`config.mk`:
```
export PLATFORM = sky130hd
export DESIGN_NAME = csrng_top
export DESIGN_NICKNAME = d
export VERILOG_FILES = /design/src/csrng_pkg.sv /design/src/csrng_arb_if.sv /design/src/csrng_cmd_arb.sv /design/src/csrng_cmd_stage.sv /design/src/csrng_core_lite.sv /design/src/csrng_fifo_sync.sv /design/src/csrng_top.sv
export SDC_FILE = /design/constraint.sdc
export NUM_CORES = 2
export LEC_CHECK = 0
export ABC_AREA = 0
export BUFFER_PORTS_ARGS = -buffer_cell sky130_fd_sc_hd__buf_2
export CORE_MARGIN = 2
export CORE_UTILIZATION = 50
export CTS_CLUSTER_SIZE = 14
export DETAILED_ROUTE_END_ITERATION = 6
export PLACE_DENSITY = 0.68
export SETUP_SLACK_MARGIN = 0.5
export SYNTH_ARGS = -nofsm -noshare
export SYNTH_HDL_FRONTEND = slang
export SYNTH_SLANG_ARGS = --single-unit
```
`constraint.sdc`:
```
create_clock -name clk_i -period 6.7 [get_ports clk_i]
set_input_delay 1.34 -clock clk_i [delete_from_list [all_inputs] [get_ports clk_i]]
set_output_delay 1.34 -clock clk_i [all_outputs]
set_load 0.02 [all_outputs]
```
`src/csrng_pkg.sv`:
```
`default_nettype none

package csrng_pkg;

  // Sizes.
  localparam int unsigned NumApps      = 2;
  localparam int unsigned AppIdW       = 1;
  localparam int unsigned CmdW         = 32;
  localparam int unsigned CmdFifoDepth = 16;
  localparam int unsigned GenFifoDepth = 1;
  localparam int unsigned GenCntW      = 13;
  localparam int unsigned BlockW       = 128;

  // Application command codes.
  // Codes 0, 6 and 7 are illegal.
  typedef enum logic [2:0] {
    INS = 3'd1,
    RES = 3'd2,
    GEN = 3'd3,
    UPD = 3'd4,
    UNI = 3'd5
  } acmd_e;

  // ------------------------------
  // Header field positions.
  // ------------------------------
  localparam int unsigned AcmdLsb  = 0;
  localparam int unsigned AcmdMsb  = 2;
  localparam int unsigned ClenLsb  = 4;
  localparam int unsigned ClenMsb  = 7;
  localparam int unsigned FlagsLsb = 8;
  localparam int unsigned FlagsMsb = 11;
  localparam int unsigned GlenLsb  = 12;
  localparam int unsigned GlenMsb  = 24;
  localparam int unsigned GlastBit = 25;

  // One block of random bits with its fips flag.
  typedef struct packed {
    logic              fips;
    logic [BlockW-1:0] bits;
  } genbits_t;

  // Word masks for the stand-in generator.
  localparam logic [CmdW-1:0] GenK1 = 32'h9e37_79b9;
  localparam logic [CmdW-1:0] GenK2 = 32'h7f4a_7c15;
  localparam logic [CmdW-1:0] GenK3 = 32'hc2b2_ae35;

endpackage

`default_nettype wire

```
`src/csrng_arb_if.sv`:
```
`timescale 1ns/1ps
`default_nettype none

// Link between one staging block and the shared arbiter.
interface csrng_arb_if;

  logic                      req;
  logic                      sop;
  logic                      mop;
  logic                      eop;
  logic [csrng_pkg::CmdW-1:0] bus;
  logic                      gnt;

  modport stage (
    output req, sop, mop, eop, bus,
    input  gnt
  );

  modport arb (
    input  req, sop, mop, eop, bus,
    output gnt
  );

endinterface

`default_nettype wire

```
`src/csrng_cmd_arb.sv`:
```
`timescale 1ns/1ps
`default_nettype none

module csrng_cmd_arb (
  input  logic                         clk_i,
  input  logic                         rst_ni,
  csrng_arb_if.arb                     stg [csrng_pkg::NumApps],
  output logic                         core_vld_o,
  output logic                         core_sop_o,
  output logic                         core_eop_o,
  output logic [csrng_pkg::CmdW-1:0]   core_bus_o,
  output logic [csrng_pkg::AppIdW-1:0] core_app_o
);

  localparam int unsigned NumApps = csrng_pkg::NumApps;
  localparam int unsigned AppIdW  = csrng_pkg::AppIdW;

  logic [NumApps-1:0]         req;
  logic [NumApps-1:0]         sop;
  logic [NumApps-1:0]         mop;
  logic [NumApps-1:0]         eop;
  logic [NumApps-1:0]         gnt;
  logic [csrng_pkg::CmdW-1:0] bus [NumApps];
  logic                       lock_q;
  logic [AppIdW-1:0]          owner_q;
  logic [AppIdW-1:0]          prio_q;
  logic                       win_vld;
  logic [AppIdW-1:0]          win;

  for (genvar i = 0; i < NumApps; i++) begin : g_link
    assign req[i]     = stg[i].req;
    assign sop[i]     = stg[i].sop;
    assign mop[i]     = stg[i].mop;
    assign eop[i]     = stg[i].eop;
    assign bus[i]     = stg[i].bus;
    assign stg[i].gnt = gnt[i];
  end

  // Round robin, starting at the priority pointer.
  always_comb begin : p_pick
    int unsigned idx;
    win_vld = 1'b0;
    win     = '0;
    for (int k = NumApps - 1; k >= 0; k--) begin
      idx = (int'(prio_q) + k) % NumApps;
      if (req[idx]) begin
        win_vld = 1'b1;
        win     = AppIdW'(idx);
      end
    end
  end

  always_comb begin
    gnt = '0;
    if (lock_q) begin
      gnt[owner_q] = req[owner_q];
    end else if (win_vld) begin
      gnt[win] = 1'b1;
    end
  end

  // Words pass only from the locked stage.
  assign core_vld_o = lock_q && (sop[owner_q] || mop[owner_q]);
  assign core_sop_o = lock_q && sop[owner_q];
  assign core_eop_o = lock_q && eop[owner_q];
  assign core_bus_o = bus[owner_q];
  assign core_app_o = owner_q;

  always_ff @(posedge clk_i or negedge rst_ni) begin
    if (!rst_ni) begin
      lock_q  <= 1'b0;
      owner_q <= '0;
      prio_q  <= '0;
    end else if (lock_q) begin
      // A stage that drops req has been aborted.
      if (core_eop_o || !req[owner_q]) begin
        lock_q <= 1'b0;
        prio_q <= (owner_q == AppIdW'(NumApps - 1)) ? '0 : owner_q + 1'b1;
      end
    end else if (win_vld) begin
      lock_q  <= 1'b1;
      owner_q <= win;
    end
  end

endmodule

`default_nettype wire

```
`src/csrng_cmd_stage.sv`:
```
`timescale 1ns/1ps
`default_nettype none

module csrng_cmd_stage (
  input  logic                       clk_i,
  input  logic                       rst_ni,
  input  logic                       enable_i,
  // Application command port.
  input  logic                       cmd_vld_i,
  input  logic [csrng_pkg::CmdW-1:0] cmd_bus_i,
  output logic                       cmd_rdy_o,
  output logic                       cmd_ack_o,
  output logic                       cmd_ack_sts_o,
  // Arbiter link.
  csrng_arb_if.stage                 arb,
  // Core results for this port.
  input  logic                       core_ack_i,
  input  logic                       core_ack_sts_i,
  input  logic                       core_genbits_vld_i,
  input  csrng_pkg::genbits_t        core_genbits_i,
  // Application genbits port.
  output logic                       genbits_vld_o,
  input  logic                       genbits_rdy_i,
  output logic [csrng_pkg::BlockW-1:0] genbits_bus_o,
  output logic                       genbits_fips_o,
  output logic [5:0]                 fifo_err_o
);

  localparam int unsigned ClenW = csrng_pkg::ClenMsb - csrng_pkg::ClenLsb + 1;

  typedef enum logic [2:0] {
    Idle, ArbGnt, SendSop, SendMop, CmdAck, GenReq, GenArbGnt, GenSop
  } state_e;

  state_e                           state_q, state_d;
  logic [csrng_pkg::CmdW-1:0]       cmd_rdata;
  logic                             cmd_wready;
  logic                             cmd_nonempty;
  logic                             cmd_pop;
  logic [2:0]                       cmd_err;
  csrng_pkg::genbits_t              gb_rdata;
  logic                             gb_nonempty;
  logic                             gb_full;
  logic [2:0]                       gb_err;
  logic [ClenW-1:0]                 clen_q;
  logic                             gen_q;
  logic [csrng_pkg::FlagsMsb:0]     hdr_q;
  logic [csrng_pkg::GenCntW-1:0]    cnt_q;
  logic                             core_sts_q;
  logic                             ack_q;
  logic                             ack_sts_q;
  logic [csrng_pkg::GenCntW-1:0]    glen;
  logic                             is_gen;
  logic                             load;
  logic                             dec;
  logic                             glast;
  logic                             final_ack;

  // ------------------------------
  // Command FIFO.
  // ------------------------------
  csrng_fifo_sync #(
    .T     (logic [csrng_pkg::CmdW-1:0]),
    .Depth (csrng_pkg::CmdFifoDepth)
  ) u_fifo_cmd (
    .clk_i    (clk_i),
    .rst_ni   (rst_ni),
    .clr_i    (!enable_i),
    .wvalid_i (cmd_vld_i && cmd_rdy_o),
    .wready_o (cmd_wready),
    .wdata_i  (cmd_bus_i),
    .rvalid_o (cmd_nonempty),
    .rready_i (cmd_pop),
    .rdata_o  (cmd_rdata),
    .full_o   (),
    .err_o    (cmd_err)
  );

  assign cmd_rdy_o = enable_i && cmd_wready;

  // A generate with zero blocks runs as a plain command.
  assign glen   = cmd_rdata[csrng_pkg::GlenMsb:csrng_pkg::GlenLsb];
  assign is_gen = (cmd_rdata[csrng_pkg::AcmdMsb:csrng_pkg::AcmdLsb] == csrng_pkg::GEN) &&
                  (glen != '0);

  // ------------------------------
  // Packet FSM.
  // ------------------------------
  always_comb begin
    state_d   = state_q;
    cmd_pop   = 1'b0;
    load      = 1'b0;
    dec       = 1'b0;
    glast     = 1'b0;
    final_ack = 1'b0;
    arb.req   = 1'b0;
    arb.sop   = 1'b0;
    arb.mop   = 1'b0;
    arb.eop   = 1'b0;
    unique case (state_q)
      Idle: begin
        if (cmd_nonempty) begin
          state_d = ArbGnt;
        end
      end
      ArbGnt: begin
        arb.req = 1'b1;
        if (arb.gnt) begin
          state_d = SendSop;
        end
      end
      SendSop: begin
        // Req stays up so the arbiter keeps the lock until eop.
        arb.req = 1'b1;
        arb.sop = 1'b1;
        cmd_pop = 1'b1;
        load    = 1'b1;
        glast   = is_gen && (glen == csrng_pkg::GenCntW'(1));
        if (cmd_rdata[csrng_pkg::ClenMsb:csrng_pkg::ClenLsb] == '0) begin
          arb.eop = 1'b1;
          state_d = CmdAck;
        end else begin
          state_d = SendMop;
        end
      end
      SendMop: begin
        arb.req = 1'b1;
        if (cmd_nonempty) begin
          cmd_pop = 1'b1;
          arb.mop = 1'b1;
          if (clen_q == ClenW'(1)) begin
            arb.eop = 1'b1;
            state_d = CmdAck;
          end
        end
      end
      CmdAck: begin
        if (core_ack_i) begin
          state_d = GenReq;
        end
      end
      GenReq: begin
        if (!gen_q) begin
          final_ack = 1'b1;
          state_d   = Idle;
        end else if (!gb_full) begin
          // Wait here until the application has taken the last block.
          if (cnt_q == '0) begin
            final_ack = 1'b1;
            state_d   = Idle;
          end else begin
            state_d = GenArbGnt;
          end
        end
      end
      GenArbGnt: begin
        arb.req = 1'b1;
        if (arb.gnt) begin
          state_d = GenSop;
        end
      end
      GenSop: begin
        arb.req = 1'b1;
        arb.sop = 1'b1;
        arb.eop = 1'b1;
        dec     = 1'b1;
        glast   = (cnt_q == csrng_pkg::GenCntW'(1));
        state_d = CmdAck;
      end
      default: state_d = Idle;
    endcase
  end

  // Header words on the link, follow-on generate headers are rebuilt.
  always_comb begin
    arb.bus = cmd_rdata;
    if (state_q == SendSop) begin
      arb.bus = '0;
      arb.bus[csrng_pkg::GlenMsb:0] = cmd_rdata[csrng_pkg::GlenMsb:0];
      arb.bus[csrng_pkg::GlastBit]  = glast;
    end else if (state_q == GenSop) begin
      arb.bus = '0;
      arb.bus[csrng_pkg::GlenMsb:csrng_pkg::GlenLsb]   = cnt_q;
      arb.bus[csrng_pkg::FlagsMsb:csrng_pkg::FlagsLsb] =
          hdr_q[csrng_pkg::FlagsMsb:csrng_pkg::FlagsLsb];
      arb.bus[csrng_pkg::AcmdMsb:csrng_pkg::AcmdLsb]   =
          hdr_q[csrng_pkg::AcmdMsb:csrng_pkg::AcmdLsb];
      arb.bus[csrng_pkg::GlastBit] = glast;
    end
  end

  always_ff @(posedge clk_i or negedge rst_ni) begin
    if (!rst_ni) begin
      state_q    <= Idle;
      clen_q     <= '0;
      gen_q      <= 1'b0;
      cnt_q      <= '0;
      core_sts_q <= 1'b0;
      ack_q      <= 1'b0;
      ack_sts_q  <= 1'b0;
    end else if (!enable_i) begin
      state_q <= Idle;
      clen_q  <= '0;
      gen_q   <= 1'b0;
      cnt_q   <= '0;
      ack_q   <= 1'b0;
    end else begin
      state_q <= state_d;
      ack_q   <= final_ack;
      if (load) begin
        clen_q <= cmd_rdata[csrng_pkg::ClenMsb:csrng_pkg::ClenLsb];
        gen_q  <= is_gen;
        cnt_q  <= is_gen ? glen - 1'b1 : '0;
      end else if (arb.mop) begin
        clen_q <= clen_q - 1'b1;
      end
      if (dec) begin
        cnt_q <= cnt_q - 1'b1;
      end
      if ((state_q == CmdAck) && core_ack_i) begin
        core_sts_q <= core_ack_sts_i;
      end
      if (final_ack) begin
        ack_sts_q <= core_sts_q;
      end
    end
  end

  // Low header bits, kept for follow-on requests.
  always_ff @(posedge clk_i) begin
    if (load) begin
      hdr_q <= cmd_rdata[csrng_pkg::FlagsMsb:0];
    end
  end

  assign cmd_ack_o     = ack_q;
  assign cmd_ack_sts_o = ack_sts_q;

  // ------------------------------
  // Genbits buffer.
  // ------------------------------
  csrng_fifo_sync #(
    .T     (csrng_pkg::genbits_t),
    .Depth (csrng_pkg::GenFifoDepth)
  ) u_fifo_genbits (
    .clk_i    (clk_i),
    .rst_ni   (rst_ni),
    .clr_i    (!enable_i),
    .wvalid_i (enable_i && core_genbits_vld_i),
    .wready_o (),
    .wdata_i  (core_genbits_i),
    .rvalid_o (gb_nonempty),
    .rready_i (genbits_vld_o && genbits_rdy_i),
    .rdata_o  (gb_rdata),
    .full_o   (gb_full),
    .err_o    (gb_err)
  );

  assign genbits_vld_o  = enable_i && gb_nonempty;
  assign genbits_bus_o  = gb_rdata.bits;
  assign genbits_fips_o = gb_rdata.fips;
  assign fifo_err_o     = {gb_err, cmd_err};

endmodule

`default_nettype wire

```
`src/csrng_core_lite.sv`:
```
`timescale 1ns/1ps
`default_nettype none

module csrng_core_lite (
  input  logic                         clk_i,
  input  logic                         rst_ni,
  input  logic                         enable_i,
  input  logic                         cmd_vld_i,
  input  logic                         cmd_sop_i,
  input  logic                         cmd_eop_i,
  input  logic [csrng_pkg::CmdW-1:0]   cmd_bus_i,
  input  logic [csrng_pkg::AppIdW-1:0] cmd_app_i,
  output logic                         ack_o,
  output logic                         ack_sts_o,
  output logic [csrng_pkg::AppIdW-1:0] ack_app_o,
  output logic                         genbits_vld_o,
  output csrng_pkg::genbits_t          genbits_o
);

  localparam int unsigned NumApps = csrng_pkg::NumApps;
  localparam int unsigned CmdW    = csrng_pkg::CmdW;

  logic [CmdW-1:0]              v_q [NumApps];
  logic [CmdW-1:0]              v_d [NumApps];
  logic [NumApps-1:0]           inst_q;
  logic [NumApps-1:0]           inst_d;
  csrng_pkg::acmd_e             acmd_q;
  logic                         glen_nz_q;
  logic [csrng_pkg::AppIdW-1:0] app_q;
  logic [CmdW-1:0]              acc_q;
  logic                         exec_q;
  logic [CmdW-1:0]              v_cur;
  logic                         sts_d;
  logic                         gen_d;

  // Packet capture; header on sop, XOR of the rest.
  always_ff @(posedge clk_i) begin
    if (cmd_vld_i) begin
      if (cmd_sop_i) begin
        acmd_q    <= csrng_pkg::acmd_e'(cmd_bus_i[csrng_pkg::AcmdMsb:csrng_pkg::AcmdLsb]);
        glen_nz_q <= (cmd_bus_i[csrng_pkg::GlenMsb:csrng_pkg::GlenLsb] != '0);
        app_q     <= cmd_app_i;
        acc_q     <= '0;
      end else begin
        acc_q <= acc_q ^ cmd_bus_i;
      end
    end
  end

  assign v_cur = v_q[app_q];

  // ------------------------------
  // Generator rule.
  // ------------------------------
  always_comb begin
    v_d    = v_q;
    inst_d = inst_q;
    sts_d  = 1'b0;
    gen_d  = 1'b0;
    case (acmd_q)
      csrng_pkg::INS, csrng_pkg::RES: begin
        v_d[app_q]    = acc_q;
        inst_d[app_q] = 1'b1;
      end
      csrng_pkg::UPD: begin
        if (inst_q[app_q]) begin
          v_d[app_q] = v_cur ^ acc_q;
        end else begin
          sts_d = 1'b1;
        end
      end
      csrng_pkg::UNI: begin
        v_d[app_q]    = '0;
        inst_d[app_q] = 1'b0;
      end
      csrng_pkg::GEN: begin
        // Zero length acks with no block.
        if (glen_nz_q) begin
          gen_d      = 1'b1;
          sts_d      = !inst_q[app_q];
          v_d[app_q] = v_cur + 1'b1;
        end
      end
      default: sts_d = 1'b1;
    endcase
  end

  always_ff @(posedge clk_i or negedge rst_ni) begin
    if (!rst_ni) begin
      v_q           <= '{default: '0};
      inst_q        <= '0;
      exec_q        <= 1'b0;
      ack_o         <= 1'b0;
      ack_sts_o     <= 1'b0;
      ack_app_o     <= '0;
      genbits_vld_o <= 1'b0;
    end else begin
      exec_q        <= enable_i && cmd_vld_i && cmd_eop_i;
      ack_o         <= enable_i && exec_q;
      genbits_vld_o <= enable_i && exec_q && gen_d;
      if (enable_i && exec_q) begin
        v_q       <= v_d;
        inst_q    <= inst_d;
        ack_sts_o <= sts_d;
        ack_app_o <= app_q;
      end
    end
  end

  always_ff @(posedge clk_i) begin
    if (exec_q && gen_d) begin
      genbits_o.bits <= {v_cur ^ csrng_pkg::GenK3, v_cur ^ csrng_pkg::GenK2,
                         v_cur ^ csrng_pkg::GenK1, v_cur};
      genbits_o.fips <= inst_q[app_q];
    end
  end

endmodule

`default_nettype wire

```
`src/csrng_fifo_sync.sv`:
```
`timescale 1ns/1ps
`default_nettype none

module csrng_fifo_sync #(
  parameter type         T     = logic [31:0],
  parameter int unsigned Depth = 4
) (
  input  logic       clk_i,
  input  logic       rst_ni,
  input  logic       clr_i,
  input  logic       wvalid_i,
  output logic       wready_o,
  input  T           wdata_i,
  output logic       rvalid_o,
  input  logic       rready_i,
  output T           rdata_o,
  output logic       full_o,
  output logic [2:0] err_o
);

  localparam int unsigned PtrW = (Depth > 1) ? $clog2(Depth) : 1;
  localparam int unsigned CntW = $clog2(Depth + 1);

  T                mem [Depth];
  logic [PtrW-1:0] wptr_q;
  logic [PtrW-1:0] rptr_q;
  logic [CntW-1:0] cnt_q;
  logic            push;
  logic            pop;

  function automatic logic [PtrW-1:0] ptr_inc(input logic [PtrW-1:0] ptr);
    return (ptr == PtrW'(Depth - 1)) ? '0 : ptr + 1'b1;
  endfunction

  assign full_o   = (cnt_q == CntW'(Depth));
  assign rvalid_o = (cnt_q != '0);
  assign wready_o = !full_o;
  assign push     = wvalid_i && wready_o;
  assign pop      = rready_i && rvalid_o;
  assign rdata_o  = mem[rptr_q];

  // Push while full, pop while empty, full and empty together.
  assign err_o = {wvalid_i && full_o, rready_i && !rvalid_o, full_o && !rvalid_o};

  always_ff @(posedge clk_i or negedge rst_ni) begin
    if (!rst_ni) begin
      wptr_q <= '0;
      rptr_q <= '0;
      cnt_q  <= '0;
    end else if (clr_i) begin
      wptr_q <= '0;
      rptr_q <= '0;
      cnt_q  <= '0;
    end else begin
      if (push) begin
        wptr_q <= ptr_inc(wptr_q);
      end
      if (pop) begin
        rptr_q <= ptr_inc(rptr_q);
      end
      cnt_q <= cnt_q + CntW'(push) - CntW'(pop);
    end
  end

  always_ff @(posedge clk_i) begin
    if (push) begin
      mem[wptr_q] <= wdata_i;
    end
  end

endmodule

`default_nettype wire

```
`src/csrng_top.sv`:
```
`timescale 1ns/1ps
`default_nettype none

module csrng_top (
  input  logic                         clk_i,
  input  logic                         rst_ni,
  input  logic                         enable_i,
  input  logic                         cmd_vld_i      [csrng_pkg::NumApps],
  input  logic [csrng_pkg::CmdW-1:0]   cmd_bus_i      [csrng_pkg::NumApps],
  output logic                         cmd_rdy_o      [csrng_pkg::NumApps],
  output logic                         cmd_ack_o      [csrng_pkg::NumApps],
  output logic                         cmd_ack_sts_o  [csrng_pkg::NumApps],
  output logic                         genbits_vld_o  [csrng_pkg::NumApps],
  input  logic                         genbits_rdy_i  [csrng_pkg::NumApps],
  output logic [csrng_pkg::BlockW-1:0] genbits_bus_o  [csrng_pkg::NumApps],
  output logic                         genbits_fips_o [csrng_pkg::NumApps],
  output logic [5:0]                   fifo_err_o     [csrng_pkg::NumApps]
);

  logic                         core_vld;
  logic                         core_sop;
  logic                         core_eop;
  logic [csrng_pkg::CmdW-1:0]   core_bus;
  logic [csrng_pkg::AppIdW-1:0] core_app;
  logic                         ack;
  logic                         ack_sts;
  logic [csrng_pkg::AppIdW-1:0] ack_app;
  logic                         gen_vld;
  csrng_pkg::genbits_t          genbits;

  csrng_arb_if arb_if [csrng_pkg::NumApps] ();

  for (genvar i = 0; i < csrng_pkg::NumApps; i++) begin : g_stage
    // Core results go to the port named by the ack.
    csrng_cmd_stage u_stage (
      .clk_i              (clk_i),
      .rst_ni             (rst_ni),
      .enable_i           (enable_i),
      .cmd_vld_i          (cmd_vld_i[i]),
      .cmd_bus_i          (cmd_bus_i[i]),
      .cmd_rdy_o          (cmd_rdy_o[i]),
      .cmd_ack_o          (cmd_ack_o[i]),
      .cmd_ack_sts_o      (cmd_ack_sts_o[i]),
      .arb                (arb_if[i]),
      .core_ack_i         (ack && (ack_app == csrng_pkg::AppIdW'(i))),
      .core_ack_sts_i     (ack_sts),
      .core_genbits_vld_i (gen_vld && (ack_app == csrng_pkg::AppIdW'(i))),
      .core_genbits_i     (genbits),
      .genbits_vld_o      (genbits_vld_o[i]),
      .genbits_rdy_i      (genbits_rdy_i[i]),
      .genbits_bus_o      (genbits_bus_o[i]),
      .genbits_fips_o     (genbits_fips_o[i]),
      .fifo_err_o         (fifo_err_o[i])
    );
  end

  csrng_cmd_arb u_arb (
    .clk_i      (clk_i),
    .rst_ni     (rst_ni),
    .stg        (arb_if),
    .core_vld_o (core_vld),
    .core_sop_o (core_sop),
    .core_eop_o (core_eop),
    .core_bus_o (core_bus),
    .core_app_o (core_app)
  );

  csrng_core_lite u_core (
    .clk_i         (clk_i),
    .rst_ni        (rst_ni),
    .enable_i      (enable_i),
    .cmd_vld_i     (core_vld),
    .cmd_sop_i     (core_sop),
    .cmd_eop_i     (core_eop),
    .cmd_bus_i     (core_bus),
    .cmd_app_i     (core_app),
    .ack_o         (ack),
    .ack_sts_o     (ack_sts),
    .ack_app_o     (ack_app),
    .genbits_vld_o (gen_vld),
    .genbits_o     (genbits)
  );

endmodule

`default_nettype wire

```
==> results by group <==
Power and ir drop
  • Power, Total: 22.0 mW
  • Switching Fraction: 0.268
  • Worst vdd rail ir drop: 0.275 mV
  • Internal power: 16.1 mW
  • Clock Power Share: 0.365
  • Pwr/cell area: 334 mW/mm^2
  • Combinational power share: 0.163
  • Sequential power share: 0.473
  • Switch Pwr: 5.89 mW
  • Static Leak: 23.0 nW

Routing
  • DRC viols: 0
  • Final ANT Viol Nets: 0
  • Vias/cell: 5.94
  • DR vias: 31300
  • Initial drt markers: 3026
  • DR pass1 iterations: 5
  • Per-cell routed wire length: 25.5 um
  • Final WL: 134000 um

Final layout
  • Final std cells w/o fill: 5262
  • Syn-to-layout area delta: 12.5%
  • Fillers: 8781
  • Multi-input logic area: 0.0150 sq mm
  • Most common cell after layout, fill and taps aside: edfxtp_1
  • Most frequent cells in the layout: 1264 x edfxtp_1, 339 x buf_2, 294 x mux4_2
  • Share of layout cells above drive strength 1: 0.275
  • Reg area: 0.0417 sq mm
  • Nets: 3723

Timing
  • Total negative slack: 0 ns
  • Final Critical Period: 4.42 ns
  • Highest Clock Rate: 0.226 GHz
  • RSZ-0062 raised after global routing: false
  • Worst slew margin: 0.208
  • Max-slew violations: 0
  • Clk_skew: 0.0319 ns
  • Final setup viols: 0
  • Hold Fails Final Rpt: 0
  • Worst-Margin Slew: 1.19 ns
  • Tcrit/Tclk final: 0.659

Placed design
  • GPL Wtd Cong: 0.883
  • IO Port Bufs: 340
  • Placed cell count: 4988
  • Dpl hpwl: 83900 um

Floorplan
  • Die Y: 347 um
  • Die area: 0.120 sq mm
  • FP Rows: 125
  • Chip width: 347 um
  • Initial Util: 0.505
  • # IOs: 349
  • CORE AREA: 0.116 sq mm

Hold path
  • Min-delay src: u_core.genbits_o[69]
  • HP Class: register to register

Critical path
  • Maximum fanout along the worst path: 38
  • Critical Path AT: 4.89 ns
  • Worst Setup Start Kind: register
  • Crit path launch: g_stage[0].u_stage.u_fifo_cmd.rptr_q[0]
  • Slowest stage delay, CP: 0.95 ns
  • Critical path type: register to register
  • Crit Reg-Reg Startpoint: g_stage[0].u_stage.u_fifo_cmd.rptr_q[0]
  • Critical Path End Type: register
  • CP max-delay cell: dfrtp_4
  • CP most frequent cell: nand2_1
  • Worst-path cell chain: buf_4 -> mux4_2 -> a22oi_1 -> nand2_1 -> nor4_1 -> nand2_1 -> o32ai_1 -> o21ai_0 -> nor3b_1
  • WP data required: 7.17 ns

Global route
  • Gr busiest metal: met2
  • GRT Util Overall: 0.224
  • First-pass GRT wire length: 201000 um
  • Met3 Use GR: 0.0361
  • Met1 Track Usage GR: 0.309
  • Vias in the first global route: 30800
  • Largest net degree at the start of global routing: 89
  • Initial antenna violation count: 9
  • Grt met2 use: 0.368
  • Grt ovf: 0

Clock tree
  • Max Root-Sink Buffers: 3
  • Number of CTS-inserted buffers: 147
  • Worst skew pair latency: 0.76 ns
  • Reg clk slew, reported paths: 0.06 ns
  • Setup Fix Bufs, Post-CTS: 0
  • Htree depth: 4
  • CTS Sinks: 1414
  • CTS tree: yes
  • CTS root buf: clkbuf_16
  • CTS-repair resized insts: 0
  • Hold-fix buffers at CTS: 0

Outcome
  • Outcome: complete, no violations

Synth
  • Syn avg cell area: 17.4 sq um
  • Yosys top cell by area: edfxtp_1
  • Sequential area share after synthesis: 0.711
  • Yosys cell types: 77
  • Top FF cell, synth: edfxtp_1
  • Post-synthesis async set-or-reset flop share: 0.106
  • Post-synth EDFFs: 1264
  • Synthesized instance count: 3367
  • Number of synthesized register bits: 1414
  • Synth warnings: 0
  • Syn Std Cell Area: 0.0587 sq mm
  • Ranking of synthesized cells by area: edfxtp_1 65%, mux4_2 11%, dfrtp_1 6.4%
  • Top cell type's share of synthesized area: 0.647

Job
  • Max-cap viol count: 0
final timing paths:
check	depth (start not counted)	slack (ns)	end
worst max-delay path	9	2.28	u_core.acc_q[25]
worst min-delay path	0	0.44	g_stage[1].u_stage.u_fifo_genbits.mem[0][69]
worst max register to register	9	2.28	u_core.acc_q[25]
worst min register to register	0	0.44	g_stage[1].u_stage.u_fifo_genbits.mem[0][69]
max in group asynchronous	2	4.46	g_stage[0].u_stage.u_fifo_cmd.rptr_q[0]
min in group asynchronous	1	0.69	g_stage[1].u_stage.cmd_ack_o
sequential cells by signal, summed over array words and instances, names as in the netlist, 10 cells and up, named ones only:
name                                cells
g_stage.u_stage.hdr_q                  14
g_stage.u_stage.u_fifo_cmd.cnt_q       10
u_core.acc_q                           32
u_core.genbits_o                       63
g_stage.u_stage.u_fifo_genbits.mem    126
g_stage.u_stage.cnt_q                  26
g_stage.u_stage.u_fifo_cmd.mem       1024
layout make-up:
type                            count  share of cell area
Timing Repair Buffer              405              0.0337
Multi-Input combinational cell   1560               0.228
Clock buffer                      189              0.0589
Inverter                           85             0.00484
Sequential cell                  1414               0.632
Tap cell                         1524              0.0289
Clock inverter                     83              0.0132
Antenna cell                        2           0.0000758
power groups by stage:
stage               sequential (mW)  clock, mW  combinational (mW)
floorplan                      10.4          0                2.67
global placement               10.6          0                3.52
detailed placement             10.6          0                3.58
CTS                            10.4       8.17                3.60
global route                   10.5       8.51                3.90
finish                         10.4       8.02                3.58
synthesized netlist by cell type, types with 67 or more instances:
| cell type | count |
|---|---|
| edfxtp_1 | 1264 |
| mux4_2 | 294 |
| nand2_1 | 208 |
| buf_4 | 157 |
| dfrtp_1 | 150 |
| nor2_1 | 147 |
| o21ai_0 | 106 |
| clkbuf_1 | 96 |
| a21oi_1 | 82 |
| inv_1 | 81 |
| mux2_2 | 71 |
| xnor2_1 | 67 |
per-layer routing:
metal | part of all wire | vias to the layer above | wire [um]
li1 | - | 13700 | -
met1 | 0.41 | 16100 | 55700
met2 | 0.49 | 1246 | 66300
met3 | 0.064 | 218 | 8610
met4 | 0.026 | 12 | 3520
met5 | 0.00046 | - | 62
through the flow:
| stage | utilization | setup slack [ns] | area (sq um) | hold slack (ns) |
|---|---|---|---|---|
| floorplan | - | 0.0971 | 58700 | 0.421 |
| global placement | 0.527 | 1.91 | 61200 | 0.423 |
| detailed placement | 0.527 | 1.87 | 61200 | 0.430 |
| CTS | 0.568 | 2.22 | 66000 | 0.442 |
| global route | 0.568 | 1.93 | 66000 | 0.454 |
| finish | 0.568 | 2.28 | 66000 | 0.442 |
cells by family after synthesis:
logic type               after synthesis  share of synthesized area
AO/OA/AOI/OAI                        422                     0.0470
XOR/XNOR                              86                     0.0128
adder cells (fa/ha/maj)               39                    0.00857
buffers and inverters                400                     0.0370
flip-flops                          1414                      0.711
multiplexers                         419                      0.136
other                                  1                  0.0000639
AND/OR/NAND/NOR                      586                     0.0473
critical path, delay by kind of cell, from the launching register on:
kind	cells	cell delay, ns
AOI/OAI and AO/OA	3	1.11
and+or+nand+nor	4	1.10
DFF	1	0.95
muxes	1	0.53
buffers and inverters	1	0.38
No activity file was read; power rests on OpenSTA's default activity.
